<file path="src/logic/replay_pkg.sv">
// shared widths, register map and stream types, imported by every replay engine RTL file
`default_nettype none

package replay_pkg;

   // stream and register widths
   localparam int DATA_WIDTH      = 64;
   localparam int KEEP_WIDTH      = 8;
   localparam int REG_WIDTH       = 32;
   localparam int REG_ADDR_WIDTH  = 3;

   localparam int NUM_QUEUES_DEF  = 4;   // top level default queue count
   localparam int QUEUE_DEPTH_DEF = 16;  // words per queue

   // register word addresses
   localparam logic [REG_ADDR_WIDTH-1:0] REG_ENABLE     = 3'd0;
   localparam logic [REG_ADDR_WIDTH-1:0] REG_START      = 3'd1;  // self-clearing
   localparam logic [REG_ADDR_WIDTH-1:0] REG_COUNT_BASE = 3'd2;  // one count per queue
   localparam logic [REG_ADDR_WIDTH-1:0] REG_STATUS     = 3'd6;

   // sideband carried with each packet
   typedef struct packed {
      logic [15:0] pkt_len;
      logic [7:0]  src_port;  // one-hot
      logic [7:0]  dst_port;  // one-hot
   } tuser_t;

   typedef struct packed {
      logic                  valid;
      logic [DATA_WIDTH-1:0] data;
      logic [KEEP_WIDTH-1:0] keep;
      logic                  last;
      tuser_t                user;
   } stream_word_t;

   typedef struct packed {
      logic [23:0] reserved;
      logic [7:0]  queues;  // one bit per queue
   } reg_mask_t;

   // register data, decoded by address as a queue mask or a replay count
   typedef union packed {
      reg_mask_t            mask;
      logic [REG_WIDTH-1:0] count;
   } reg_word_u;

endpackage

`default_nettype wire

</file>
<file path="src/logic/replay_regs.sv">
// control and status register bank, written and read by single-cycle strobes from the host
`timescale 1ns/1ps
`default_nettype none

module replay_regs import replay_pkg::*; #(
   parameter int NUM_QUEUES = NUM_QUEUES_DEF
) (
   input  logic                      axis_aclk,
   input  logic                      rst,
   input  logic                      reg_wr,
   input  logic                      reg_rd,
   input  logic [REG_ADDR_WIDTH-1:0] reg_addr,
   input  reg_word_u                 reg_wdata,
   input  logic [NUM_QUEUES-1:0]     ready,
   output reg_word_u                 reg_rdata,
   output logic                      reg_rvalid,
   output logic [NUM_QUEUES-1:0]     cap_enable,
   output logic [NUM_QUEUES-1:0]     start,
   output logic [REG_WIDTH-1:0]      counts [NUM_QUEUES]
);

   logic [REG_ADDR_WIDTH-1:0] cnt_idx;
   logic                      cnt_hit;
   logic [NUM_QUEUES-1:0]     count_nz;
   reg_word_u                 rd_mux;

   assign cnt_idx = reg_addr - REG_COUNT_BASE;
   // count window sits between the start and status words
   assign cnt_hit = (reg_addr >= REG_COUNT_BASE) && (reg_addr < REG_STATUS) &&
                    (int'(cnt_idx) < NUM_QUEUES);

   always_comb begin
      for (int q = 0; q < NUM_QUEUES; q++) begin
         count_nz[q] = |counts[q];
      end
   end

   always_ff @(posedge axis_aclk) begin
      if (rst) begin
         cap_enable <= '0;
         start      <= '0;
         reg_rvalid <= 1'b0;
         for (int q = 0; q < NUM_QUEUES; q++) begin
            counts[q] <= '0;
         end
      end else begin
         start      <= '0;      // pulse lasts one cycle
         reg_rvalid <= reg_rd;
         if (reg_wr) begin
            if (reg_addr == REG_ENABLE) begin
               cap_enable <= reg_wdata.mask.queues[NUM_QUEUES-1:0];
            end
            // only queues with a count and a stored packet may start
            if (reg_addr == REG_START) begin
               start <= reg_wdata.mask.queues[NUM_QUEUES-1:0] & count_nz & ready;
            end
            for (int q = 0; q < NUM_QUEUES; q++) begin
               if (cnt_hit && int'(cnt_idx) == q) begin
                  counts[q] <= reg_wdata.count;
               end
            end
         end
      end
   end

   // read mux, start word always reads back zero
   always_comb begin
      rd_mux = '0;
      if (reg_addr == REG_ENABLE) begin
         rd_mux.mask.queues[NUM_QUEUES-1:0] = cap_enable;
      end else if (reg_addr == REG_STATUS) begin
         rd_mux.mask.queues[NUM_QUEUES-1:0] = ready;  // queues holding a packet
      end
      for (int q = 0; q < NUM_QUEUES; q++) begin
         if (cnt_hit && int'(cnt_idx) == q) begin
            rd_mux.count = counts[q];
         end
      end
   end

   always_ff @(posedge axis_aclk) begin
      if (reg_rd) begin
         reg_rdata <= rd_mux;
      end
   end

endmodule

`default_nettype wire

</file>
<file path="config.mk">
export PLATFORM = sky130hd
export DESIGN_NAME = replay_regs
export DESIGN_NICKNAME = d
export VERILOG_FILES = /design/src/logic/replay_pkg.sv /design/src/logic/replay_regs.sv
export SDC_FILE = /design/constraint.sdc
export NUM_CORES = 1
export LEC_CHECK = 0
export BUFFER_PORTS_ARGS = -buffer_cell sky130_fd_sc_hd__buf_2
export CAP_MARGIN = 20
export CORE_MARGIN = 2
export CORE_UTILIZATION = 40
export DETAILED_ROUTE_END_ITERATION = 10
export HOLD_SLACK_MARGIN = 0.02
export PLACE_DENSITY = 0.67
export SYNTH_ARGS = -nofsm -noshare
export SYNTH_HDL_FRONTEND = slang
export SYNTH_SLANG_ARGS = --single-unit
</file>
<file path="constraint.sdc">
create_clock -name axis_aclk -period 3.3 [get_ports axis_aclk]
set_input_delay 0.33 -clock axis_aclk [delete_from_list [all_inputs] [get_ports axis_aclk]]
set_output_delay 0.33 -clock axis_aclk [all_outputs]
set_load 0.005 [all_outputs]
</file>
==> results_dict.tcl <==
set metrics [dict create \
    outcome "completed" \
    core_um2 17300 \
    finalWorstSetupSlack_ps 1210 \
    die_w_um 137 \
    ys_async_sr_fraction_pct 0 \
    seq_area_frac_synth_pct 52.4 \
    drive_gt1_share_pct 26.4 \
    grt_max_degree 60 \
    yosysMostFrequentCell "nand2_1" \
    post_cts_buffers 0 \
    crit_arrival_ps 2440 \
    cts_buffers 17 \
    synth_cells 791 \
    wl_per_cell_um 19.7 \
    reg2reg_depth 3 \
    tightest_slew_ps 900 \
    die_h_um 137 \
    start_kind "primary input" \
    synth_top_area_share_pct 38.8 \
    antenna_found_initial 1 \
    areaGrowthSynthToFinish_pct 24.8 \
    worstPathRequired_ps 3650 \
    seqPwrFrac_pct 47.3 \
    netlist_area_um2 7070 \
    fin_skew_ps 9.87 \
    hp-start "reg_wdata[17]" \
    drc 0 \
    hold_violations 0 \
    p_per_area_nw_per_um2 527 \
    port_buffers 211 \
    path_class "in -> reg" \
    slew_headroom_pct 40.0 \
    post-route-period-util_pct 63.2 \
    yosysWarnings 0 \
    grt_pass1_wl_um 35200 \
    row_count 48 \
    h-tree-depth 4 \
    grtUsageTotal_pct 25.0 \
    period_needed_ps 2090 \
    cts_buffer_depth 2 \
    switching_power_mw 1.12 \
    synth_cell_types 29 \
    rsz0062_at_grt "no" \
    synth_flop_cell "dfxtp_1" \
    tritoncts "done" \
    fin_setup_tns_ps 0 \
    comb_power_share_pct 8.2 \
    overflow 0 \
    synth_edf_count 32 \
    whs_endpoint "counts[17]" \
    design.die.area_um2 18700 \
    critPathSlowestCell "and4b_1" \
    clock-root-buffer "clkbuf_16" \
    synthTopCellsByCount "257 x nand2_1, 137 x dfxtp_1, 128 x a21oi_1, 60 x mux2i_1" \
    clk_pin_slew_worst_paths_ps 70 \
    p_int_mw 3.53 \
    yosysTopAreaCell "dfxtp_1" \
    cts_repair_resize_count 0 \
    ys_top_cells_by_area "dfxtp_1 39%, nand2_1 14%, edfxtp_1 14%, a21oi_1 9.1%, mux2i_1 8.5%" \
    setup_violations 0 \
    syn_nets 834 \
    synth-seq-cells 169 \
    holdBufCountCts 0 \
    pre_cts_ws_ps 881 \
    max_stage_delay_ps 870 \
    worst_path_most_repeated_cell "buf_4" \
    sw_frac_of_total_pct 24.1 \
    initialDrtViolationCount 577 \
    final_max_slew_viol_count 0 \
    hold_path_class "in -> reg" \
    ir_drop_mv 0.428 \
    grt_pass1_vias 5949 \
    gp_congestion 0.897 \
    fill_cells 1652 \
    hpwlAfterDp_um 16800 \
    crit_path_end_kind "flip-flop" \
    critPathMaxFanout 55 \
    vias_per_cell 5.51 \
    clk_latency_ps 430 \
    p_leak_nw 3.70 \
    start_util_pct 40.9 \
    power_mw 4.65 \
    ant_nets 0 \
    cts_sinks 169 \
    max_freq_ghz 0.479 \
    syn_avg_cell_area_um2 8.94 \
    pwr-share-clk_pct 44.5 \
    routed_wl_um 23900 \
    r2r-end "start[2]" \
    fin_nets 1017 \
    r2r_slack_ps 1660 \
    reg2reg_from "counts[38]" \
    cp_cell_sequence "buf_4 -> and4b_1 -> buf_4 -> nand2_1 -> a21oi_1" \
    vias 6687 \
    ioPinCount 212 \
    dr.pass1.iters 5 \
    drv_cap 0 \
    whs_path_depth 3 \
]
## state kept, by name (all words and copies together), names as in the netlist
signal / cells
start: 4
counts: 128
cap_enable: 4
reg_rdata: 32
reg_rvalid: 1
## per-stage QoR
step           util (%)  instances  cell area (µm²)  hold WS (ps)
6_report           51.0       1213             8820           171
5_1_grt            51.0       1212             8820           157
4_1_cts            51.0       1212             8820           165
3_5_place_dp       47.5       1180             8220           475
3_3_place_gp       47.5       1180             8220           470
2_1_floorplan         -        791             7070           442
## power by group through the flow
stage	sequential, mW	combinational (mW)	clock, mW
after floorplan	2.24	0.195	0
after global placement	2.25	0.372	0
after detailed placement	2.25	0.377	0
after CTS	2.20	0.378	2.08
after global routing	2.21	0.409	2.17
final	2.20	0.379	2.07
## worst max-delay path, delay by kind of cell
family	cells	cell delay (ps)
buffers and inverters	2	960
AND/OR/NAND/NOR	2	950
AO/OA/AOI/OAI	1	140
## cells by family (layout without fill, tap and decap cells)
kind of cell	Yosys count	count (layout)	synth area share [%]
buffers and inverters	63	259	4.80
AND/OR/NAND/NOR	319	319	19.7
multiplexers	64	64	9.13
AO/OA/AOI/OAI	176	176	13.9
flip-flops	169	169	52.4
other	0	1	0
## per-layer routing
layer / track usage, % / share of wire, % / wire, µm
met1: 34.9 / 43 / 10300
met2: 38.3 / 46 / 11100
met3: 5.59 / 8.6 / 2050
met4: 7.96 / 2.0 / 483
met5: 0 / 0 / 0
## cell type report
class / count / area, µm² / share of cell area, %
sequential: 169 / 3700 / 42.0
multi-input combinational: 559 / 3060 / 34.6
timing repair buffer: 226 / 1170 / 13.3
clock buffer: 22 / 465 / 5.28
tap: 225 / 282 / 3.19
clock inverter: 10 / 138 / 1.56
inverter: 1 / 3.75 / 0.0425
antenna: 1 / 2.50 / 0.0284
## worst max path at each step
stage | from | to | slack, ps | depth (start not counted)
6_report | reg_addr[0] | counts[25] | 1210 | 5
5_1_grt | reg_addr[0] | counts[21] | 1150 | 5
4_1_cts | reg_addr[0] | counts[25] | 1290 | 5
3_5_place_dp | reg_addr[0] | counts[25] | 880 | 5
3_3_place_gp | reg_addr[0] | counts[16] | 940 | 5
2_1_floorplan | reg_addr[1] | reg_rdata[0] | 1860 | 5
## cells in the final DEF (no fill, tap or decap), drive strengths merged, types with 4 or more instances in the layout
master,n
edfxtp,32
mux2,4
dfxtp,137
o22ai,32
nand2,258
a22oi,4
nand4,8
mux2i,60
nor2b,5
a221oi,8
o2111a,4
buf,226
a21oi,128
nor4,33
nor2,5
clkbuf,22
Note: power is estimated with default switching activity, not from simulation.
