[config.mk]
export PLATFORM = sky130hd
export DESIGN_NAME = capture_demux
export DESIGN_NICKNAME = d
export VERILOG_FILES = /design/src/logic/replay_pkg.sv /design/src/logic/capture_demux.sv
export SDC_FILE = /design/constraint.sdc
export NUM_CORES = 1
export LEC_CHECK = 0
export BUFFER_PORTS_ARGS = -buffer_cell sky130_fd_sc_hd__buf_2
export CAP_MARGIN = 20
export CORE_AREA = 2 2 86 88
export CTS_BUF_LIST = sky130_fd_sc_hd__clkbuf_4 sky130_fd_sc_hd__clkbuf_8
export DETAILED_ROUTE_END_ITERATION = 8
export DIE_AREA = 0 0 88 90
export PLACE_DENSITY = 0.61
export SLEW_MARGIN = 0
export SYNTH_ARGS = -nofsm -noshare
export SYNTH_HDL_FRONTEND = slang
export SYNTH_SLANG_ARGS = --single-unit
[constraint.sdc]
create_clock -name axis_aclk -period 1 [get_ports axis_aclk]
set_input_delay 0.05 -clock axis_aclk [delete_from_list [all_inputs] [get_ports axis_aclk]]
set_output_delay 0.05 -clock axis_aclk [all_outputs]
set_load 0.02 [all_outputs]
[src/logic/replay_pkg.sv]
// shared widths, register map and stream types, imported by every replay engine RTL file
`default_nettype none

package replay_pkg;

   // stream and register widths
   localparam int DATA_WIDTH      = 64;
   localparam int KEEP_WIDTH      = 8;
   localparam int REG_WIDTH       = 32;
   localparam int REG_ADDR_WIDTH  = 3;

   localparam int NUM_QUEUES_DEF  = 4;   // top level default queue count
   localparam int QUEUE_DEPTH_DEF = 16;  // words per queue

   // register word addresses
   localparam logic [REG_ADDR_WIDTH-1:0] REG_ENABLE     = 3'd0;
   localparam logic [REG_ADDR_WIDTH-1:0] REG_START      = 3'd1;  // self-clearing
   localparam logic [REG_ADDR_WIDTH-1:0] REG_COUNT_BASE = 3'd2;  // one count per queue
   localparam logic [REG_ADDR_WIDTH-1:0] REG_STATUS     = 3'd6;

   // sideband carried with each packet
   typedef struct packed {
      logic [15:0] pkt_len;
      logic [7:0]  src_port;  // one-hot
      logic [7:0]  dst_port;  // one-hot
   } tuser_t;

   typedef struct packed {
      logic                  valid;
      logic [DATA_WIDTH-1:0] data;
      logic [KEEP_WIDTH-1:0] keep;
      logic                  last;
      tuser_t                user;
   } stream_word_t;

   typedef struct packed {
      logic [23:0] reserved;
      logic [7:0]  queues;  // one bit per queue
   } reg_mask_t;

   // register data, decoded by address as a queue mask or a replay count
   typedef union packed {
      reg_mask_t            mask;
      logic [REG_WIDTH-1:0] count;
   } reg_word_u;

endpackage

`default_nettype wire

[src/logic/capture_demux.sv]
// input side steering each host packet to the queue named by its source port
`timescale 1ns/1ps
`default_nettype none

module capture_demux import replay_pkg::*; #(
   parameter int NUM_QUEUES = NUM_QUEUES_DEF
) (
   input  logic                  axis_aclk,
   input  logic                  rst,
   input  stream_word_t          in_word,
   input  logic [NUM_QUEUES-1:0] cap_enable,
   output logic [NUM_QUEUES-1:0] q_wr,
   output logic                  q_first,
   output stream_word_t          q_word
);

   logic                  in_pkt;    // inside a packet, past its first word
   logic [NUM_QUEUES-1:0] sel_hold;  // queue chosen on the first word
   logic [NUM_QUEUES-1:0] src_bits;
   logic [NUM_QUEUES-1:0] src_low;
   logic [NUM_QUEUES-1:0] sel_now;
   logic [NUM_QUEUES-1:0] cur_sel;
   logic                  first;

   assign first    = in_word.valid && !in_pkt;
   assign src_bits = in_word.user.src_port[NUM_QUEUES-1:0];

   // lowest set source bit decides the queue
   assign src_low = src_bits & (~src_bits + 1'b1);
   assign sel_now = src_low & cap_enable;  // zero here drops the packet

   // the choice is frozen until last, enable changes mid-packet have no effect
   assign cur_sel = first ? sel_now : sel_hold;

   always_comb begin
      q_wr    = in_word.valid ? cur_sel : '0;
      q_first = first;
      q_word  = in_word;
      q_word.valid = |q_wr;
   end

   always_ff @(posedge axis_aclk) begin
      if (rst) begin
         in_pkt   <= 1'b0;
         sel_hold <= '0;
      end else begin
         if (in_word.valid) begin
            in_pkt <= !in_word.last;
         end
         if (first) begin
            sel_hold <= sel_now;
         end
      end
   end

endmodule

`default_nettype wire

==> report_table.html <==
<table>
<tr><th>Metric</th><th>Value</th></tr>
<tr><th colspan="2">Timing</th></tr>
<tr><td>Final count of hold timing violations</td><td>0</td></tr>
<tr><td>Worst-margin pin slew</td><td>239 ps</td></tr>
<tr><td>Worst hold margin</td><td>42.6 ps</td></tr>
<tr><td>Final-report max-slew violation count</td><td>0</td></tr>
<tr><td>Worst clock skew</td><td>1.17 ps</td></tr>
<tr><td>RSZ-0062 raised after global routing</td><td>true</td></tr>
<tr><td>Clock period minus worst slack</td><td>1310 ps</td></tr>
<tr><td>Tightest slew margin relative to the limit</td><td>83.8%</td></tr>
<tr><td>Share of the clock period used by the worst path after layout</td><td>131%</td></tr>
<tr><td>Count of final setup violators</td><td>9</td></tr>
<tr><td>Final worst-path setup slack</td><td>-307 ps</td></tr>
<tr><td>Highest clock frequency the design can meet</td><td>0.765 GHz</td></tr>
<tr><th colspan="2">Clock tree</th></tr>
<tr><td>CTS sink count</td><td>5</td></tr>
<tr><td>Clock buffers created by TritonCTS</td><td>3</td></tr>
<tr><td>Later-pin clock latency in the skew report</td><td>220 ps</td></tr>
<tr><td>CTS tree</td><td>built</td></tr>
<tr><td>Number of buffers on the longest clock path</td><td>2</td></tr>
<tr><td>Root Driver</td><td>clkbuf_8</td></tr>
<tr><td>Reg clk slew, reported paths</td><td>30 ps</td></tr>
<tr><td>Number of hold buffers added after cts</td><td>0</td></tr>
<tr><td>H-tree level count</td><td>1</td></tr>
<tr><th colspan="2">Setup path</th></tr>
<tr><td>Crit Path Category</td><td>reg -&gt; out</td></tr>
<tr><td>Worst-path cell chain</td><td>buf_6, nand3_1, a21boi_1, nand4b_1, buf_6</td></tr>
<tr><td>Cell at the slowest stage of the critical path</td><td>dfxtp_4</td></tr>
<tr><td>Cell seen most often among critical-path stages</td><td>buf_6</td></tr>
<tr><td>Largest stage delay, worst path</td><td>360 ps</td></tr>
<tr><td>Required time of the critical path</td><td>950 ps</td></tr>
<tr><td>Worst Path Max Fanout</td><td>6</td></tr>
<tr><td>Worst setup SP type</td><td>flip-flop</td></tr>
<tr><td>CP arrival</td><td>1260 ps</td></tr>
<tr><td>Kind of end point of the critical path</td><td>output pin</td></tr>
<tr><th colspan="2">Floorplanning</th></tr>
<tr><td>Area of the die</td><td>0.00792 mm²</td></tr>
<tr><td>Die Span X</td><td>88 µm</td></tr>
<tr><td>Starting density of the core</td><td>15.5%</td></tr>
<tr><td>Die extent in y</td><td>90 µm</td></tr>
<tr><td>I/O pin total</td><td>223</td></tr>
<tr><td>Std-Cell Rows</td><td>31</td></tr>
<tr><td>Core ar.</td><td>0.00702 mm²</td></tr>
<tr><th colspan="2">Routing</th></tr>
<tr><td>Number of nets still failing antenna checks after routing</td><td>0</td></tr>
<tr><td>Post-route DRC</td><td>0</td></tr>
<tr><td>Detailed Route WL</td><td>2.67 mm</td></tr>
<tr><td>Via total after detailed routing</td><td>531</td></tr>
<tr><td>WL per Instance</td><td>15.6 µm</td></tr>
<tr><td>Number of detailed-route iterations in the first pass</td><td>4</td></tr>
<tr><td>First-iteration detailed-routing DRC count</td><td>11</td></tr>
<tr><td>Drt via density</td><td>3.11</td></tr>
<tr><th colspan="2">Placement</th></tr>
<tr><td>Routability cong.</td><td>0.733</td></tr>
<tr><td>Placed cell count</td><td>163</td></tr>
<tr><td>Cell area reported after detailed placement</td><td>581 µm²</td></tr>
<tr><td># port buffers</td><td>22</td></tr>
<tr><td>Post-DP HPWL</td><td>2.30 mm</td></tr>
<tr><th colspan="2">Layout</th></tr>
<tr><td>Fraction of final layout cells sized beyond drive strength 1</td><td>65.3%</td></tr>
<tr><td>Footprint of the multi-input gates</td><td>226 µm²</td></tr>
<tr><td>Final non-filler cell area</td><td>739 µm²</td></tr>
<tr><td>Leading cell types in the layout, fill and taps excluded</td><td>buf_2, buf_4, buf_6</td></tr>
<tr><td>Final layout net count</td><td>185</td></tr>
<tr><td>Finished Layout Cells</td><td>171</td></tr>
<tr><td>Synthesis-to-layout area growth</td><td>-31.8%</td></tr>
<tr><td>Antenna diode instance count</td><td>0</td></tr>
<tr><td>Final Core Density</td><td>10.5%</td></tr>
<tr><td>Sequential cell area in the final layout</td><td>104 µm²</td></tr>
<tr><td>Most common library cell in the layout ignoring fill and taps</td><td>buf_2</td></tr>
<tr><td>Filler cell count in the final layout</td><td>816</td></tr>
<tr><th colspan="2">GRT</th></tr>
<tr><td>Via count of the first global-routing pass</td><td>550</td></tr>
<tr><td>Total routing usage reported by global routing</td><td>6.14%</td></tr>
<tr><td>Wire length of the first global-routing pass</td><td>3.39 mm</td></tr>
<tr><td>Congestion Overflow GR</td><td>0</td></tr>
<tr><td>Largest net degree at the start of global routing</td><td>10</td></tr>
<tr><td>Antenna violations before repair</td><td>0</td></tr>
<tr><th colspan="2">Power and ir drop</th></tr>
<tr><td>Portion of total power attributed to sequential cells</td><td>26.7%</td></tr>
<tr><td>Logic gate share of total power</td><td>24.6%</td></tr>
<tr><td>Switching share of total power</td><td>24.8%</td></tr>
<tr><td>Maximum resistive drop on vdd</td><td>0.316 mV</td></tr>
<tr><td>Total leakage power</td><td>0.316 nW</td></tr>
<tr><td>Total power per unit cell area</td><td>1090 mW/mm²</td></tr>
<tr><td>Power share of the clock group</td><td>48.7%</td></tr>
<tr><td>Reported net switching power</td><td>200 µW</td></tr>
<tr><td>Internal power</td><td>603 µW</td></tr>
<tr><th colspan="2">Logic synthesis</th></tr>
<tr><td>Synth unique cells</td><td>20</td></tr>
<tr><td>Post-synth top flop</td><td>dfxtp_1</td></tr>
<tr><td>Netlist Area Pre-Place</td><td>0.00108 mm²</td></tr>
<tr><td>Synth Instances</td><td>142</td></tr>
<tr><td>Number of synthesis warnings</td><td>0</td></tr>
<tr><td>Average cell area after synthesis</td><td>7.64 µm²</td></tr>
<tr><td>Number of synthesized flops with an enable pin</td><td>0</td></tr>
<tr><td>Ys async rst share</td><td>0%</td></tr>
<tr><td>Fraction of the yosys area taken by sequential cells</td><td>9.23%</td></tr>
<tr><td>Post-synthesis register bit count</td><td>5</td></tr>
<tr><td>Nets in the synthesized netlist</td><td>254</td></tr>
<tr><th colspan="2">Run status</th></tr>
<tr><td>Run status</td><td>finished with violations</td></tr>
<tr><td>Violated checks</td><td>negative setup slack</td></tr>
<tr><th colspan="2">Job</th></tr>
<tr><td>Max-cap violations</td><td>0</td></tr>
<tr><th colspan="2">Hold path</th></tr>
<tr><td>Hold Path Class</td><td>in -&gt; reg</td></tr>
</table>
[flip-flops by register name, indices dropped and copies added (netlist names)]
signal    count
sel_hold      4
in_pkt        1
[what timing repair did]
| action | CTS | global route |
|---|---|---|
| pin swaps | 3 | 7 |
| endpoints found under the setup margin | 9 | 10 |
| gates resized for setup | 6 | 21 |
| setup buffers | 1 | 4 |
[power groups by stage]
stage          registers [mW]  clock network, mW  logic, mW
2_1_floorplan           0.217                  0      0.664
3_3_place_gp            0.218                  0      0.149
3_5_place_dp            0.219                  0      0.150
4_1_cts                 0.216              0.408      0.160
5_1_grt                 0.215              0.427      0.213
6_report                0.214              0.391      0.198
[cells by family after synthesis]
logic type | synth area share (%)
compound gates | 4.96
buf+inv | 74.0
simple gates | 11.8
flops | 9.23
[per-stage QoR]
| step | power (mW) | TNS [ps] | setup WS [ps] |
|---|---|---|---|
| floorplan | 0.881 | -59.2 | -59.2 |
| global placement | 0.367 | -356 | -128 |
| detailed placement | 0.369 | -582 | -158 |
| CTS | 0.783 | -1700 | -304 |
| global route | 0.855 | -2050 | -390 |
| finish | 0.803 | -1360 | -307 |
[synth_stat cells (2+ instances only)]
| master | number | area, µm² |
|---|---|---|
| a21boi_1 | 2 | 15.0 |
| a21oi_1 | 4 | 20.0 |
| nand4b_1 | 2 | 17.5 |
| inv_1 | 3 | 11.3 |
| buf_4 | 105 | 788 |
| nand2_1 | 6 | 22.5 |
| nand3_1 | 3 | 15.0 |
| dfxtp_1 | 5 | 100 |
[final timing paths]
kind | startpoint | to | slack (ps) | depth (start not counted)
max | in_pkt$_SDFFE_PP0P_ | q_word[105] | -310 | 5
min | in_word[32] | in_pkt$_SDFFE_PP0P_ | 40 | 2
max reg2reg | in_pkt$_SDFFE_PP0P_ | sel_hold[2]$_SDFF_PP0_ | -30 | 4
min reg2reg | sel_hold[1]$_SDFF_PP0_ | sel_hold[1]$_SDFF_PP0_ | 450 | 2
[critical path: cells and delay by family (launching register included)]
kind                   cells  cell delay, ps
flip-flops                 1             360
AND/OR/NAND/NOR            2             190
buffers and inverters      2             280
AO/OA/AOI/OAI              1             210
[metal layers]
| metal | vias up | GRT usage (%) | routed length, µm |
|---|---|---|---|
| met5 | - | 0 | 0 |
| met4 | 0 | 7.18 | 221 |
| met3 | 34 | 5.14 | 532 |
| met2 | 68 | 10.2 | 1380 |
| met1 | 226 | 3.21 | 536 |
| li1 | 203 | - | - |
[cell type report]
class	instances	area share, %
clock buffers	4	6.60
inverters	4	2.37
flip-flops and latches	5	14.0
well taps	99	16.8
repair buffers	31	29.6
multi-input cells	28	30.6
Power figures use the tool's default switching activity.
