--- config.mk ---
export PLATFORM = sky130hd
export DESIGN_NAME = replay_engine
export DESIGN_NICKNAME = d
export VERILOG_FILES = /design/src/logic/replay_pkg.sv /design/src/logic/replay_engine.sv
export SDC_FILE = /design/constraint.sdc
export NUM_CORES = 1
export LEC_CHECK = 0
export ABC_CLOCK_PERIOD_IN_PS = 2350
export BUFFER_PORTS_ARGS = -buffer_cell sky130_fd_sc_hd__clkbuf_2
export CAP_MARGIN = 20
export CORE_AREA = 2 2 266 268
export CTS_CLUSTER_DIAMETER = 200
export DETAILED_ROUTE_END_ITERATION = 12
export DIE_AREA = 0 0 268 270
export GPL_ROUTABILITY_DRIVEN = 0
export SYNTH_ARGS = -nofsm -noshare
export SYNTH_HDL_FRONTEND = slang
export SYNTH_SLANG_ARGS = --single-unit
--- constraint.sdc ---
create_clock -name axis_aclk -period 2.35 [get_ports axis_aclk]
set_clock_uncertainty 0.15 [all_clocks]
set_input_delay 0.1175 -clock axis_aclk [delete_from_list [all_inputs] [get_ports axis_aclk]]
set_output_delay 0.1175 -clock axis_aclk [all_outputs]
set_load 0.05 [all_outputs]
--- src/logic/replay_pkg.sv ---
// shared widths, register map and stream types, imported by every replay engine RTL file
`default_nettype none

package replay_pkg;

   // stream and register widths
   localparam int DATA_WIDTH      = 64;
   localparam int KEEP_WIDTH      = 8;
   localparam int REG_WIDTH       = 32;
   localparam int REG_ADDR_WIDTH  = 3;

   localparam int NUM_QUEUES_DEF  = 4;   // top level default queue count
   localparam int QUEUE_DEPTH_DEF = 16;  // words per queue

   // register word addresses
   localparam logic [REG_ADDR_WIDTH-1:0] REG_ENABLE     = 3'd0;
   localparam logic [REG_ADDR_WIDTH-1:0] REG_START      = 3'd1;  // self-clearing
   localparam logic [REG_ADDR_WIDTH-1:0] REG_COUNT_BASE = 3'd2;  // one count per queue
   localparam logic [REG_ADDR_WIDTH-1:0] REG_STATUS     = 3'd6;

   // sideband carried with each packet
   typedef struct packed {
      logic [15:0] pkt_len;
      logic [7:0]  src_port;  // one-hot
      logic [7:0]  dst_port;  // one-hot
   } tuser_t;

   typedef struct packed {
      logic                  valid;
      logic [DATA_WIDTH-1:0] data;
      logic [KEEP_WIDTH-1:0] keep;
      logic                  last;
      tuser_t                user;
   } stream_word_t;

   typedef struct packed {
      logic [23:0] reserved;
      logic [7:0]  queues;  // one bit per queue
   } reg_mask_t;

   // register data, decoded by address as a queue mask or a replay count
   typedef union packed {
      reg_mask_t            mask;
      logic [REG_WIDTH-1:0] count;
   } reg_word_u;

endpackage

`default_nettype wire

--- src/logic/replay_engine.sv ---
// output side scheduler that replays each started queue's packet on the shared stream
`timescale 1ns/1ps
`default_nettype none

module replay_engine import replay_pkg::*; #(
   parameter int  NUM_QUEUES  = NUM_QUEUES_DEF,
   parameter int  QUEUE_DEPTH = QUEUE_DEPTH_DEF,
   localparam int AW          = (QUEUE_DEPTH > 1) ? $clog2(QUEUE_DEPTH) : 1,
   localparam int QW          = (NUM_QUEUES > 1) ? $clog2(NUM_QUEUES) : 1
) (
   input  logic                  axis_aclk,
   input  logic                  rst,
   input  logic [NUM_QUEUES-1:0] start,
   input  logic [REG_WIDTH-1:0]  counts [NUM_QUEUES],
   input  stream_word_t          rd_words [NUM_QUEUES],
   input  logic [AW:0]           lens [NUM_QUEUES],
   output logic [NUM_QUEUES-1:0] rd,
   output logic [AW-1:0]         rd_addr,
   output stream_word_t          out_word
);

   logic [NUM_QUEUES-1:0] pending;
   logic [NUM_QUEUES-1:0] cur_bit;
   logic [NUM_QUEUES-1:0] busy_mask;
   logic                  active;
   logic [QW-1:0]         cur_q;
   logic [QW-1:0]         pick_q;
   logic [QW-1:0]         out_q;     // queue whose read data arrives this cycle
   logic [AW-1:0]         rd_ptr;
   logic [AW:0]           cur_len;
   logic [REG_WIDTH-1:0]  copies_left;
   logic                  end_of_copy;
   stream_word_t          sel;

   assign cur_bit     = active ? (NUM_QUEUES'(1) << cur_q) : '0;
   assign busy_mask   = pending | cur_bit;
   assign rd          = cur_bit;  // one read per active cycle
   assign rd_addr     = rd_ptr;
   assign end_of_copy = ({1'b0, rd_ptr} == cur_len - 1'b1);

   // lowest numbered pending queue wins
   always_comb begin
      pick_q = '0;
      for (int i = NUM_QUEUES - 1; i >= 0; i--) begin
         if (pending[i]) begin
            pick_q = QW'(i);
         end
      end
   end

   always_ff @(posedge axis_aclk) begin
      if (rst) begin
         pending     <= '0;
         active      <= 1'b0;
         cur_q       <= '0;
         out_q       <= '0;
         rd_ptr      <= '0;
         cur_len     <= '0;
         copies_left <= '0;
      end else begin
         pending <= pending | (start & ~busy_mask);  // repeat starts are dropped
         if (active) begin
            out_q <= cur_q;
            if (end_of_copy) begin
               rd_ptr      <= '0;
               copies_left <= copies_left - 1'b1;
               if (copies_left == REG_WIDTH'(1)) begin
                  active <= 1'b0;
               end
            end else begin
               rd_ptr <= rd_ptr + 1'b1;
            end
         end else if (|pending) begin
            pending[pick_q] <= 1'b0;
            // count may have been rewritten to zero while waiting
            active      <= |counts[pick_q];
            cur_q       <= pick_q;
            rd_ptr      <= '0;
            cur_len     <= lens[pick_q];
            copies_left <= counts[pick_q];
         end
      end
   end

   // retag the stored word with its queue as destination
   always_comb begin
      sel      = rd_words[out_q];
      out_word = sel;
      out_word.user.dst_port = sel.valid ? (8'(1) << out_q) : 8'd0;
   end

endmodule

`default_nettype wire

==> flow_summary.toml, run 1 <==
[die]
start_util_pct = 9.37
die_y_um = 270
io_pins = 692
die_area_um2 = 72400
core_region_area_um2 = 69500
die_x_um = 268
rows = 97

[timing]
min_period_over_period_pct = 101
fin_crit_ns = 2.36
tightestPinTransition_ns = 0.745
fin_ws_ns = -0.0142
slew_viol_final = 0
tns_ns = -0.0174
hold_viol_final = 0
setup_viol = 2
rsz0062_at_grt = "yes"
maxSlewHeadroom_pct = 50.1
fmax_ghz = 0.423

[cts]
clk_pin_slew_ns = 0.07
clk_latency_ns = 0.30
cts-root-buf = "clkbuf_16"
numClockSinks = 50
htree_levels = 2
tritoncts = "built"
cts_buffers = 5
clock_path_buffers = 2

[routing]
viasPerCell = 4.31
final_antenna_net_count = 0
first_pass_iters = 5
detail_route.wl_per_cell_um = 31.8
first_iter_violations = 990
wl_um = 77300
vias = 10500
remaining_drc_errors = 0

[synthesis]
ys_ff_latch = 50
synth-main-ff-cell = "dfxtp_1"
synth_top_cell_by_area = "mux4_2"
synth_edf_count = 0
synthTopCellsByCount = "mux4_2, nor2_1, a21oi_1, dfxtp_1"
synth_top_area_share_pct = 33.5
avgSynthCellArea_um2 = 8.99
syn-cell-area_um2 = 6510
yosysMostFrequentCell = "mux4_2"
postSynth.asyncResetShare_pct = 0
synth-seq-area-share_pct = 15.4
yosys-top-cells-area = "mux4_2, dfxtp_1, a21oi_1, o21ai_0, nor2_1"
synth_cell_types = 68
synthCells = 725
synth-warning-count = 0

[power]
pwr-share-seq_pct = 15.3
p_int_mw = 3.98
p_comb_share_pct = 74.2
ir_worst_vdd_v = 0.000419
power_mw = 8.32
p_sw_share_pct = 52.2
pwr_density_cell_nw_per_um2 = 667
power.share.clock_pct = 10.5
p_leak_nw = 5.52
switchingPower_mw = 4.34

[cells_and_area]
postLayoutCellArea_um2 = 12500
multi_input_area_um2 = 5420
seqCellArea_um2 = 1020
area.growth.synth_to_final_pct = 91.4
nets = 2035
drive_gt1_share_pct = 66.3
fill_cells = 8012
layoutNonFillerInstCount = 2431

[hold_path]
whs_path_depth = 3
hold_path_end = "pending[1]$_SDFF_PP0_"
hold_path.class = "in -> reg"
hold_start = "start[1]"

[critical_path]
slowest_stage = "or4_4"
endpoint_kind = "flop"
crit_required_ns = 2.43
r2r-end = "copies_left[11]$_SDFFE_PP0P_"
slowest_delay_ns = 0.58
cp_common_cell = "or4_4"
cp.arrival_ns = 2.44
path_buf_inv = 0
r2r_start = "copies_left[3]$_SDFFE_PP0P_"
reg2regPathDepth = 5
crit_family = "simple AND/OR/NAND/NOR gates"
rrSetupSlack_ns = -0.01
crit_chain = "or4_4 -> or2_4 -> or4_4 -> or4_1 -> a21oi_1"
crit_fanout = 4
cp-start-kind = "flop"
worstSetupPathType = "reg -> reg"

[global_route]
grt_pass1_wl_um = 96100
grt_max_degree = 35
overflow = 0
antenna_found_initial = 114
first_global_vias = 9802
grtUsageTotal_pct = 20.3

[status]
outcome = "finished, violations left"
violations = "negative setup slack"

[placed_design]
placed_area_um2 = 11900
hpwl_um = 70700
dp.cells = 2379
portBuffers = 655
place_ws_ns = -0.177

[job]
max_cap_viol_count = 0
-- repair_timing --
action	4_1_cts	5_1_grt
endpoints found under the hold margin	1	0
setup endpoints to repair	78	36
pin swaps	5	13
hold buffers	1	0
gates resized for setup	17	44
buffers inserted	4	2
-- logic make-up after synthesis --
kind of cell	Yosys count	share of synthesized area [%]
other	1	0.0576
multiplexers	101	34.1
flip-flops	50	15.4
AO/OA/AOI/OAI	233	23.8
adder cells (fa/ha/maj)	4	0.768
XOR/XNOR	8	1.08
buffers and inverters	85	5.30
AND/OR/NAND/NOR	243	19.5
-- how the worst max path moves through the flow --
stage	start	to	slack (ns)	depth (start not counted)
after global routing	cur_len[1]$_SDFFE_PP0P_	active$_SDFF_PP0_	-0.08	9
final	copies_left[3]$_SDFFE_PP0P_	copies_left[11]$_SDFFE_PP0P_	-0.01	5
after global placement	pending[1]$_SDFF_PP0_	cur_len[3]$_SDFFE_PP0P_	-0.16	8
after detailed placement	pending[1]$_SDFF_PP0_	cur_len[0]$_SDFFE_PP0P_	-0.18	8
after floorplan	cur_len[0]$_SDFFE_PP0P_	copies_left[11]$_SDFFE_PP0P_	0.02	9
after CTS	cur_len[0]$_SDFFE_PP0P_	copies_left[9]$_SDFFE_PP0P_	-0.01	10
-- sequential cells by signal, indices dropped and copies added (netlist names) --
register     count
cur_q            2
pending          4
out_q            2
cur_len          5
copies_left     32
rd_addr          4
active           1
-- layout by cell type, fill, tap and decap left out, types with 7 or more instances in the layout --
cell,instances
clkbuf_2,650
buf_4,119
mux4_2,97
nor2_1,62
a21oi_1,57
nand2_1,47
o21ai_0,44
dfxtp_1,44
diode_2,37
nand3_1,23
nor3_1,20
buf_12,17
a31oi_1,16
a22oi_1,16
or4_1,9
nor4_1,9
a221oi_1,9
a211oi_1,8
and3_1,7
a221oi_2,7
a22o_1,7
a221o_1,7
-- power by group through the flow --
stage	Combinational [mW]	Clock [mW]	Sequential, mW
after floorplan	3.23	0	1.25
after global placement	5.81	0	1.29
after detailed placement	5.82	0	1.29
after CTS	5.93	0.866	1.26
after global routing	6.53	0.899	1.30
final	6.17	0.870	1.28
-- metrics by stage --
stage               util (%)  hold slack [ns]
floorplan                  -            0.131
global placement        17.1            0.242
detailed placement      17.1            0.247
CTS                     17.5          0.00608
global route            17.9           0.0122
finish                  17.9          0.00224
-- tightest hold or removal path, cell delays in order --
cell	delay, ns
clkbuf_2	0.08
o211ai_1	0.12
a21oi_1	0.08
-- cell type report --
type | count | share of cell area, %
sequential | 50 | 8.15
clock inverter | 3 | 0.361
multi-input combinational | 593 | 43.4
timing repair buffer | 792 | 36.5
clock buffer | 5 | 1.00
tap | 940 | 9.43
antenna | 37 | 0.742
inverter | 11 | 0.341
-- metal layers --
metal	global-route usage, %	vias up	routed length, um
li1	-	4444	-
met1	20.0	4950	24300
met2	37.2	793	39700
met3	7.45	235	8510
met4	9.89	44	4480
met5	0	-	302
Note: power is estimated with default switching activity, not from simulation.
==> run 2, diff against run 1 <==
REMOVE_ABC_BUFFERS = 1   (was unset)
==> run 2 against run 1 <==
  * Non-clock buffer count fell by 1
  * First-iteration DRC count fell by 0.10%
  * Highest routed layer unchanged
  * Clock power fell by 1%
  * Sequential power rose by 4%
  * The run still ends with negative setup slack left
==> flow_summary.toml, run 2 (synthesized netlist as in run 1, its figures left out) <==
[status]
outcome = "finished, violations left"
violations = "negative setup slack"

[cells_and_area]
reg_top3 = "copies_left x32, cur_len x5"
nets = 2034
drive_gt1_share_pct = 67.9
area.growth.synth_to_final_pct = 93.8
largest_register_ffs = 32
regMostFlops = "copies_left"
final_common_cell = "clkbuf_2"
layoutNonFillerInstCount = 2421
mostFrequentLayoutCells = "clkbuf_2, buf_4, mux4_2, nor2_1, a21oi_1"
fin_util_pct = 18.2

[cts]
numClockSinks = 50
cts_buffers = 5
clk_latency_ns = 0.30
clk_pin_slew_ns = 0.07
clock_path_buffers = 2
tritoncts = "built"
cts-root-buf = "clkbuf_16"
htree_levels = 2

[critical_path]
endpoint_kind = "flop"
slowest_stage = "dfxtp_2"
crit_fanout = 7
crit_required_ns = 2.40
cp-start-kind = "flop"
cp.arrival_ns = 2.40
crit_chain = "inv_2 -> ha_4 -> and2_4 -> o21a_1 -> o31a_1 -> buf_4 -> o21ai_4 -> buf_12 -> nand3_1 -> o21a_1 -> o221a_2"
worstSetupPathType = "reg -> reg"
slowest_delay_ns = 0.34
cp_common_cell = "o21a_1"

[placed_design]
place_ws_ns = -0.126
portBuffers = 655
dp.cells = 2370
hpwl_um = 73100

[die]
core_region_area_um2 = 69500
die_y_um = 270
io_pins = 692
start_util_pct = 9.37
rows = 97
die_x_um = 268
die_area_um2 = 72400

[timing]
maxSlewHeadroom_pct = 58.4
slew_viol_final = 0
min_period_over_period_pct = 100
rsz0062_at_grt = "yes"
fin_ws_ns = -0.00426
tightestPinTransition_ns = 0.624
hold_viol_final = 0
fmax_ghz = 0.425
setup_viol = 2
fin_crit_ns = 2.35
tns_ns = -0.00791

[power]
pwr-share-seq_pct = 15.6
ir_worst_vdd_v = 0.000401
p_int_mw = 4.10
p_leak_nw = 5.57
power.share.clock_pct = 10.1
switchingPower_mw = 4.39
p_sw_share_pct = 51.7
pwr_density_cell_nw_per_um2 = 673
power_mw = 8.49
p_comb_share_pct = 74.2

[routing]
wl_um = 79800
first_pass_iters = 5
vias = 10600
first_iter_violations = 989
remaining_drc_errors = 0
final_antenna_net_count = 0
viasPerCell = 4.38
detail_route.wl_per_cell_um = 33.0

[global_route]
antenna_found_initial = 114
first_global_vias = 9917
grtUsageTotal_pct = 21.0
grt_max_degree = 43
overflow = 0
grt_pass1_wl_um = 98500

[hold_path]
hold_path.class = "in -> reg"

[job]
max_cap_viol_count = 0
==> run 2: final cells by class <==
| cell class | count | area [um^2] |
|---|---|---|
| Timing Repair Buffer | 791 | 4630 |
| Inverter | 11 | 41.3 |
| Fill cell | 7931 | 56900 |
| Antenna cell | 28 | 70.1 |
| Clock inverter | 3 | 45.0 |
| Sequential cell | 50 | 1020 |
| Tap cell | 940 | 1180 |
| Multi-Input combinational cell | 593 | 5520 |
| Clock buffer | 5 | 125 |
==> run 2: per-stage QoR <==
step / hold slack [ns] / cell area [um^2]
floorplan: 0.0366 / 6220
global placement: 0.315 / 11800
detailed placement: 0.306 / 11800
CTS: 0.0279 / 12100
global route: 0.0305 / 12600
finish: 0.0421 / 12600
==> run 2: power by group through the flow <==
stage	Sequential, mW	Combinational (mW)	Clock, mW
after floorplan	1.47	2.92	0
after CTS	1.29	5.84	0.864
final	1.33	6.30	0.861
after global routing	1.36	6.69	0.904
after detailed placement	1.32	5.75	0
after global placement	1.31	5.72	0
==> run 2: final timing paths <==
path | to | slack [ns] | depth (start not counted) | start
hold / removal | cur_len[2]$_SDFFE_PP0P_ | 0.04 | 3 | lens[12]
setup reg to reg | copies_left[9]$_SDFFE_PP0P_ | -0.004 | 11 | cur_len[1]$_SDFFE_PP0P_
setup / recovery | copies_left[9]$_SDFFE_PP0P_ | -0.004 | 11 | cur_len[1]$_SDFFE_PP0P_
hold reg to reg | copies_left[30]$_SDFFE_PP0P_ | 0.34 | 2 | copies_left[30]$_SDFFE_PP0P_
==> run 2: per-layer routing <==
metal	GRT usage, %	vias to the layer above	share of wire [%]
met5	0	-	0.69
met4	7.70	82	4.2
met3	13.5	235	17
met2	34.7	789	47
met1	21.0	5050	32
li1	-	4437	-
==> run 2: critical path: cells and delay by family (launching register included) <==
family                     cells  cell delay, ns
and+or+nand+nor                2            0.22
AOI/OAI and AO/OA              5            1.02
DFF                            1            0.34
buffers and inverters          3            0.37
adders and majority gates      1            0.15
==> run 2: timing repair <==
| action | CTS | global route |
|---|---|---|
| endpoints found under the setup margin | 97 | 30 |
| resized for setup | 11 | 83 |
| setup buffers | 3 | 10 |
| pin swaps | 4 | 23 |
| hold endpoints to repair | 1 | 0 |
| gates cloned | 0 | 1 |
| hold buffers | 1 | 0 |
